File: config.mk
export PLATFORM = sky130hd
export DESIGN_NAME = mmio_bridge
export DESIGN_NICKNAME = d
export VERILOG_FILES = /design/src/rtl/mmio_pkg.sv /design/src/rtl/mmio_addr_decode.sv /design/src/rtl/mmio_bridge.sv /design/src/rtl/mmio_counters.sv /design/src/rtl/mmio_load_mux.sv /design/src/rtl/mmio_store_regs.sv
export VERILOG_INCLUDE_DIRS = /design/src /design/src/include
export SDC_FILE = /design/constraint.sdc
export NUM_CORES = 1
export LEC_CHECK = 0
export BUFFER_PORTS_ARGS = -buffer_cell sky130_fd_sc_hd__buf_2
export CELL_PAD_IN_SITES_DETAIL_PLACEMENT = 0
export CELL_PAD_IN_SITES_GLOBAL_PLACEMENT = 1
export CORE_ASPECT_RATIO = 0.5
export CORE_MARGIN = 3
export CORE_UTILIZATION = 43
export CTS_CLUSTER_SIZE = 20
export DETAILED_ROUTE_END_ITERATION = 10
export PLACE_DENSITY_LB_ADDON = 0.1
export SYNTH_ARGS = -nofsm -noshare
export SYNTH_HDL_FRONTEND = slang
export SYNTH_SLANG_ARGS = --single-unit
File: constraint.sdc
create_clock -name clk -period 5.55 [get_ports clk]
set_input_delay 0.555 -clock clk [delete_from_list [all_inputs] [get_ports clk]]
set_output_delay 0.555 -clock clk [all_outputs]
set_load 0.05 [all_outputs]
File: src/include/mmio_consts.svh
`ifndef MMIO_CONSTS_SVH
`define MMIO_CONSTS_SVH

// --------------------
// peripheral space, 0x8000_00xx
// --------------------
`define MMIO_ADDR_CYCLES      32'h8000_0010
`define MMIO_ADDR_INSTRS      32'h8000_0014
`define MMIO_ADDR_CNT_RESET   32'h8000_0018  // store clears both counters
`define MMIO_ADDR_SWITCHES    32'h8000_0028
`define MMIO_ADDR_LEDS        32'h8000_0030  // board leds in 5:0, pmod in 15:8
`define MMIO_ADDR_TONE_EN     32'h8000_0034
`define MMIO_ADDR_TONE_PERIOD 32'h8000_0038
`define MMIO_ADDR_AUDIO_FULL  32'h8000_0040
`define MMIO_ADDR_AUDIO_DIN   32'h8000_0044

// --------------------
// hdmi line drawer, 0xA001_00xx
// --------------------
`define MMIO_ADDR_HDMI_X0     32'hA001_0000
`define MMIO_ADDR_HDMI_X1     32'hA001_0004
`define MMIO_ADDR_HDMI_Y0     32'hA001_0008
`define MMIO_ADDR_HDMI_Y1     32'hA001_000C
`define MMIO_ADDR_HDMI_COLOR  32'hA001_0010
`define MMIO_ADDR_HDMI_FIRE   32'hA001_0014

// framebuffer stores are tagged in the top nibble
`define MMIO_FB_TAG           4'h9

// tone period out of reset
`define MMIO_TONE_RESET       24'h000555

// field widths
`define MMIO_SAMPLE_W         24
`define MMIO_COORD_W          10
`define MMIO_FB_ADDR_W        20

`endif

File: src/rtl/mmio_pkg.sv
`include "mmio_consts.svh"

package mmio_pkg;

    // one access from the execute stage
    typedef struct packed {
        logic        load;
        logic        store;
        logic [31:0] addr;
        logic [31:0] wdata;
    } mmio_req_t;

    // same address word, register view or framebuffer view
    typedef union packed {
        struct packed {
            logic [3:0]  region;
            logic [27:0] offset;
        } regs;
        struct packed {
            logic [3:0]                 tag;
            logic [7:0]                 unused;
            logic [`MMIO_FB_ADDR_W-1:0] pixel;
        } fb;
    } mmio_addr_u;

    // one-hot register select, stores first then loads
    typedef struct packed {
        logic leds;
        logic tone_en;
        logic tone_period;
        logic audio_din;
        logic fb;
        logic hdmi_x0;
        logic hdmi_x1;
        logic hdmi_y0;
        logic hdmi_y1;
        logic hdmi_color;
        logic hdmi_fire;
        logic cnt_reset;
        logic cycles;       // loads from here down
        logic instrs;
        logic switches;
        logic audio_full;
    } mmio_sel_t;

    typedef struct packed {
        logic [5:0]                 leds;
        logic [7:0]                 pmod_leds;
        logic                       tone_en;
        logic [23:0]                tone_period;
        logic [`MMIO_SAMPLE_W-1:0]  audio_din;
        logic                       audio_wr_en;
        logic                       fb_we;
        logic [`MMIO_FB_ADDR_W-1:0] fb_addr;
        logic                       fb_data;
        logic [`MMIO_COORD_W-1:0]   x0;
        logic [`MMIO_COORD_W-1:0]   x1;
        logic [`MMIO_COORD_W-1:0]   y0;
        logic [`MMIO_COORD_W-1:0]   y1;
        logic                       color;
        logic                       hdmi_valid;
    } periph_out_t;

endpackage

File: src/rtl/mmio_addr_decode.sv
`timescale 1ns/1ps
`include "mmio_consts.svh"

module mmio_addr_decode import mmio_pkg::*; (
    input  logic      clk,   // only clocks the select check
    input  mmio_req_t req,
    output mmio_sel_t sel
);

    mmio_addr_u addr;

    assign addr = req.addr;

    // region nibble first, then the word offset inside it
    function automatic logic addr_is(input mmio_addr_u a, input logic [31:0] k);
        return (a.regs.region == k[31:28]) && (a.regs.offset == k[27:0]);
    endfunction

    always_comb begin
        sel = '0;

        // --------------------
        // stores
        // --------------------
        if (req.store) begin
            sel.leds        = addr_is(addr, `MMIO_ADDR_LEDS);
            sel.tone_en     = addr_is(addr, `MMIO_ADDR_TONE_EN);
            sel.tone_period = addr_is(addr, `MMIO_ADDR_TONE_PERIOD);
            sel.audio_din   = addr_is(addr, `MMIO_ADDR_AUDIO_DIN);
            sel.cnt_reset   = addr_is(addr, `MMIO_ADDR_CNT_RESET);
            sel.hdmi_x0     = addr_is(addr, `MMIO_ADDR_HDMI_X0);
            sel.hdmi_x1     = addr_is(addr, `MMIO_ADDR_HDMI_X1);
            sel.hdmi_y0     = addr_is(addr, `MMIO_ADDR_HDMI_Y0);
            sel.hdmi_y1     = addr_is(addr, `MMIO_ADDR_HDMI_Y1);
            sel.hdmi_color  = addr_is(addr, `MMIO_ADDR_HDMI_COLOR);
            sel.hdmi_fire   = addr_is(addr, `MMIO_ADDR_HDMI_FIRE);
            sel.fb          = (addr.fb.tag == `MMIO_FB_TAG);  // whole region, any offset
        end

        // --------------------
        // loads
        // --------------------
        if (req.load) begin
            sel.cycles     = addr_is(addr, `MMIO_ADDR_CYCLES);
            sel.instrs     = addr_is(addr, `MMIO_ADDR_INSTRS);
            sel.switches   = addr_is(addr, `MMIO_ADDR_SWITCHES);
            sel.audio_full = addr_is(addr, `MMIO_ADDR_AUDIO_FULL);
        end
    end

    // at most one register hit per access, so downstream
    // stages never see two writers or two read sources
    a_sel_onehot0: assert property (
        @(posedge clk) !$isunknown(req) |-> $onehot0(sel)
    ) else $error("mmio decode: select not one-hot, sel=%b", sel);

endmodule

File: src/rtl/mmio_bridge.sv
`timescale 1ns/1ps

module mmio_bridge import mmio_pkg::*; (
    input  logic        clk,
    input  logic        rst,
    input  mmio_req_t   req,
    input  logic        retire,
    input  logic [1:0]  switches,
    input  logic        audio_full,
    input  logic        hdmi_ready,
    output periph_out_t periph,
    output logic        rd_valid,
    output logic [31:0] rd_data
);

    mmio_sel_t   sel;
    mmio_addr_u  req_addr;   // framebuffer view feeds the pixel index
    logic [31:0] cycle_count;
    logic [31:0] instr_count;

    assign req_addr = req.addr;

    // --------------------
    // decode, zero cycles
    // --------------------
    mmio_addr_decode decode0 (
        .clk (clk),
        .req (req),
        .sel (sel)
    );

    // --------------------
    // one cycle stages
    // --------------------
    mmio_store_regs store0 (
        .clk        (clk),
        .rst        (rst),
        .sel        (sel),
        .wdata      (req.wdata),
        .pixel_addr (req_addr.fb.pixel),
        .hdmi_ready (hdmi_ready),
        .periph     (periph)
    );

    mmio_counters counters0 (
        .clk         (clk),
        .rst         (rst),
        .retire      (retire),
        .clear       (sel.cnt_reset),
        .cycle_count (cycle_count),
        .instr_count (instr_count)
    );

    mmio_load_mux load0 (
        .clk         (clk),
        .rst         (rst),
        .sel         (sel),
        .load        (req.load),
        .cycle_count (cycle_count),
        .instr_count (instr_count),
        .switches    (switches),
        .audio_full  (audio_full),
        .rd_valid    (rd_valid),
        .rd_data     (rd_data)
    );

endmodule

File: src/rtl/mmio_counters.sv
`timescale 1ns/1ps

module mmio_counters (
    input  logic        clk,
    input  logic        rst,
    input  logic        retire,       // one instruction left the pipe
    input  logic        clear,        // counter-reset store
    output logic [31:0] cycle_count,
    output logic [31:0] instr_count
);

    // free running cycle count
    always_ff @(posedge clk) begin
        if (rst || clear) begin
            cycle_count <= '0;
        end else begin
            cycle_count <= cycle_count + 32'd1;
        end
    end

    // only counts while the core is not stalling
    always_ff @(posedge clk) begin
        if (rst || clear) begin
            instr_count <= '0;
        end else if (retire) begin
            instr_count <= instr_count + 32'd1;
        end
    end

    // both clear together, and at most one retire per cycle, so the
    // instruction count can never pass the cycle count
    a_instr_le_cycle: assert property (
        @(posedge clk) disable iff (rst)
        instr_count <= cycle_count
    ) else $error("mmio counters: instr %0d ahead of cycles %0d",
                  instr_count, cycle_count);

endmodule

File: src/rtl/mmio_load_mux.sv
`timescale 1ns/1ps

module mmio_load_mux import mmio_pkg::*; (
    input  logic        clk,
    input  logic        rst,
    input  mmio_sel_t   sel,
    input  logic        load,
    input  logic [31:0] cycle_count,
    input  logic [31:0] instr_count,
    input  logic [1:0]  switches,
    input  logic        audio_full,
    output logic        rd_valid,
    output logic [31:0] rd_data
);

    logic [31:0] load_word;

    // --------------------
    // source select
    // --------------------
    // unmapped loads fall through to zero
    always_comb begin
        load_word = '0;
        if (sel.cycles) begin
            load_word = cycle_count;
        end else if (sel.instrs) begin
            load_word = instr_count;
        end else if (sel.switches) begin
            load_word = {30'b0, switches};
        end else if (sel.audio_full) begin
            load_word = {31'b0, audio_full};
        end
    end

    // --------------------
    // result stage
    // --------------------
    always_ff @(posedge clk) begin
        if (rst) begin
            rd_valid <= 1'b0;
            rd_data  <= '0;
        end else begin
            rd_valid <= load;       // every load answers, mapped or not
            rd_data  <= load_word;  // counters sampled at request time
        end
    end

endmodule

File: src/rtl/mmio_store_regs.sv
`timescale 1ns/1ps
`include "mmio_consts.svh"

module mmio_store_regs import mmio_pkg::*; (
    input  logic                       clk,
    input  logic                       rst,
    input  mmio_sel_t                  sel,
    input  logic [31:0]                wdata,
    input  logic [`MMIO_FB_ADDR_W-1:0] pixel_addr,  // framebuffer view of the address
    input  logic                       hdmi_ready,
    output periph_out_t                periph
);

    always_ff @(posedge clk) begin
        if (rst) begin
            periph             <= '0;
            periph.tone_period <= `MMIO_TONE_RESET;
        end else begin
            // --------------------
            // single cycle strobes
            // --------------------
            periph.audio_wr_en <= sel.audio_din;
            periph.fb_we       <= sel.fb;
            periph.hdmi_valid  <= sel.hdmi_fire && hdmi_ready;  // fire lost if not ready

            // --------------------
            // gpio and tone
            // --------------------
            if (sel.leds) begin
                periph.leds      <= wdata[5:0];
                periph.pmod_leds <= wdata[15:8];
            end
            if (sel.tone_en) begin
                periph.tone_en <= wdata[0];
            end
            if (sel.tone_period) begin
                periph.tone_period <= wdata[23:0];
            end

            // sample stays on the bus after the write pulse
            if (sel.audio_din) begin
                periph.audio_din <= wdata[`MMIO_SAMPLE_W-1:0];
            end

            // pixel write, one bit per pixel
            if (sel.fb) begin
                periph.fb_addr <= pixel_addr;
                periph.fb_data <= wdata[0];
            end

            // --------------------
            // hdmi line registers
            // --------------------
            if (sel.hdmi_x0) begin
                periph.x0 <= wdata[`MMIO_COORD_W-1:0];
            end
            if (sel.hdmi_x1) begin
                periph.x1 <= wdata[`MMIO_COORD_W-1:0];
            end
            if (sel.hdmi_y0) begin
                periph.y0 <= wdata[`MMIO_COORD_W-1:0];
            end
            if (sel.hdmi_y1) begin
                periph.y1 <= wdata[`MMIO_COORD_W-1:0];
            end
            if (sel.hdmi_color) begin
                periph.color <= wdata[0];
            end
        end
    end

    // valid is a pulse per accepted fire; it may only stay high into a second
    // cycle when another fire was accepted while it was up
    a_hdmi_valid_pulse: assert property (
        @(posedge clk) disable iff (rst)
        periph.hdmi_valid && !(sel.hdmi_fire && hdmi_ready) |=> !periph.hdmi_valid
    ) else $error("mmio store: hdmi_valid held without a new fire");

endmodule

==> flow_metrics.py <==
metrics = {
    "worst_setup_path": {
        "cp_num_buf_inv": 2,
        "cp_max_fo": 16,
        "arrival_ns": 3.02,
        "startpoint": "req[53]",
        "rr_worst_depth": 5,
        "cpPeakStageDelay_ns": 1.03,
        "cp_top_family": "simple AND/OR/NAND/NOR gates",
        "r2r_end": "counters0.instr_count[29]",
        "rr_startpoint": "counters0.instr_count[14]",
        "start_kind": "input pin",
        "crit_path_end_kind": "flop",
        "crit_type": "in2reg",
        "required_ns": 5.90,
        "rrSetupSlack_ns": 3.11,
        "worstPathCellList": "buf_2 > nor4_2 > nand3_1 > or4_1 > buf_4 > mux2i_1 > nor2_1",
        "slowest_stage": "or4_1",
    },
    "pwr": {
        "powerDensity_mw_per_mm2": 296.3,
        "p_leak_uw": 0.005164,
        "ir_drop_v": 0.0002090,
    },
    "logic_synthesis": {
        "synthMuxAreaShare": 0.1500,
        "ys_top_cells_by_area": "dfxtp_1 (50%), mux2i_1 (15%), nor2_1 (6.1%), xor2_1 (4.3%), nand2_1 (3.0%)",
        "synth_top_area_frac": 0.5036,
        "synth_common_cells": "dfxtp_1 (225), nor2_1 (145), mux2i_1 (134)",
        "synth_edf_count": 0,
        "yosysMostFrequentCell": "dfxtp_1",
        "synth_nets": 996,
        "synth_top_family_by_area": "simple AND/OR/NAND/NOR gates",
        "ys_seq_area_frac": 0.5036,
        "synth_xor_xnor_area_share": 0.05484,
        "synth_cell_types": 48,
        "ys_async_sr_fraction": 0,
        "ys_seq_elements": 225,
        "syn_inst": 921,
        "synth_area_per_cell_um2": 9.711,
        "synth_ff_type": "dfxtp_1",
        "syn-cell-area_mm2": 0.008944,
        "synth_compound_area_frac": 0.02686,
        "ys.warnings.count": 0,
        "synthSimpleGateAreaFrac": 0.2233,
        "synthAdderAreaFrac": 0.002798,
        "synth_top_area_cell": "dfxtp_1",
    },
    "floorplan": {
        "die_w_um": 210.0,
        "fp-row-count": 36,
        "dieArea_mm2": 0.02267,
        "start_util": 0.4492,
        "ios": 234,
        "core_mm2": 0.01991,
        "die_y_um": 108.0,
    },
    "detailed_routing": {
        "drc": 0,
        "dr.pass1.iters": 4,
        "vias": 7073,
        "viasPerCell": 5.056,
        "avgRoutedWirePerCell_um": 16.61,
        "drt_iter0_markers": 353,
        "ant_nets": 0,
        "wl_mm": 23.24,
    },
    "grt": {
        "grtUsageMet2": 0.3326,
        "use_met1": 0.2778,
        "grt_pass1_vias": 6728,
        "track_usage": 0.2022,
        "grt_pass1_wl_mm": 36.96,
        "grt.busiest_layer": "met2",
        "use_met3": 0.04435,
        "antenna_found_initial": 0,
        "overflow": 0,
        "grt_max_degree": 90,
    },
    "placement": {
        "dp_hpwl_mm": 16.25,
        "port_buffers": 225,
        "place.gp.congestion": 0.7805,
        "post-place-ws_ns": 2.303,
    },
    "sta": {
        "worst_slack_ns": 2.880,
        "setup_viol": 0,
        "fmax_mhz": 374.5,
        "slew_viol_final": 0,
        "rsz0062_at_grt": "no",
        "hold_violations": 0,
        "relSlewSlack": 0.1558,
        "layout_min_cycle_time_ns": 2.670,
        "fin_crit_sh": 0.4811,
        "fin_hold_ws_ns": 0.2943,
        "clock_skew_ns": 0.01240,
        "worst_pin_slew_ns": 1.261,
        "setup_tns_ns": 0,
    },
    "clock_tree": {
        "cts_buffers": 21,
        "tritoncts": "done",
        "cts_setup_buffers": 0,
        "h-tree-depth": 1,
        "cts.sinks": 225,
        "cts_root_buf": "clkbuf_16",
        "cts_resized": 0,
        "clock_latency_ns": 0.50,
        "clock_path_buffers": 3,
        "cts_hold_buf": 0,
        "clk_pin_slew_worst_paths_ns": 0.07,
    },
    "layout": {
        "antennaDiodeCount": 0,
        "fillers": 1856,
        "finalCoreUtilization": 0.5456,
        "drive_gt1_frac": 0.2745,
        "finalNetCount": 1196,
        "multi_input_comb_area_mm2": 0.004109,
        "seqCellArea_mm2": 0.004504,
        "syn2layout_area_growth_pct": 21.46,
    },
    "run_status": {
        "status": "finished, final reports clean",
    },
    "worst_hold_path": {
        "hold_depth": 2,
        "worst_hold_startpoint": "req[65]",
        "hold_end": "load0.rd_valid",
        "hold_path.class": "in2reg",
    },
    "run": {
        "maxCapViolCount": 0,
    },
}
==> report_power, final <==
part	switching [uW]	internal [uW]
combinational	79.6	37.4
clock	609	867
sequential	6.10	1620
total	694	2520
==> kinds of logic after synthesis <==
kind of cell	Yosys count
muxes	134
and+or+nand+nor	401
buffers and inverters	64
AOI/OAI and AO/OA	39
adders and majority gates	2
xor gates and xnor gates	56
DFF	225
==> registers in the layout (all words and copies together), names as in the netlist <==
register and count:
counters0.cycle_count 32, store0.periph 128, load0.rd_data 32, load0.rd_valid 1
counters0.instr_count 32
==> metrics by stage <==
stage,std cells,power (uW),cell area [um^2]
floorplan,921,1731,8944
global placement,1364,1778,10160
detailed placement,1364,1780,10160
CTS,1399,3264,10860
global route,1399,3341,10860
finish,1399,3219,10860
==> metal layers <==
layer / up-vias / part of all wire
met5: - / 0
met4: 0 / 0.016
met3: 32 / 0.053
li1: 3536 / -
met1: 3356 / 0.48
met2: 149 / 0.45
==> worst reg2reg max path, delay by kind of cell (launching register included) <==
family / cells / cell delay (ns)
AOI/OAI and AO/OA: 1 / 0.15
DFF: 1 / 0.43
and+or+nand+nor: 4 / 1.79
==> final cells by class <==
| class | count | area share |
|---|---|---|
| flip-flops and latches | 225 | 0.4147 |
| multi-input cells | 632 | 0.3783 |
| repair buffers | 233 | 0.1094 |
| clock buffers | 30 | 0.05701 |
| well taps | 266 | 0.03064 |
| clock inverters | 5 | 0.007256 |
| inverters | 8 | 0.002764 |
==> cell usage in the layout, fill, tap and decap left out, drive strengths merged <==
cell / instances
buf: 233
dfxtp: 225
nor2: 174
mux2i: 134
nand2: 71
xor2: 44
nor3: 42
nand4: 37
clkbuf: 30
a21oi: 27
nand3: 23
xnor2: 12
and3: 11
nor4: 11
inv: 9
o21ai: 6
or3: 6
nand4b: 4
nor2b: 3
and2: 3
and4: 3
nor3b: 3
nand3b: 2
and4b: 2
nand2b: 2
or4: 2
ha: 2
bufinv: 2
clkinv: 2
o211ai: 1
o22a: 1
o211a: 1
o22ai: 1
o41ai: 1
or3b: 1
or2: 1
a41o: 1
==> worst max path at each step <==
| stage | endpoint | slack [ns] | depth (start not counted) |
|---|---|---|---|
| 2_1_floorplan | counters0.cycle_count[9] | 3.30 | 7 |
| 3_3_place_gp | store0.periph[111] | 2.33 | 7 |
| 3_5_place_dp | store0.periph[112] | 2.30 | 7 |
| 4_1_cts | store0.periph[112] | 2.84 | 7 |
| 5_1_grt | store0.periph[109] | 2.68 | 7 |
| 6_report | store0.periph[112] | 2.88 | 7 |
(Power assumes the default switching activity.)
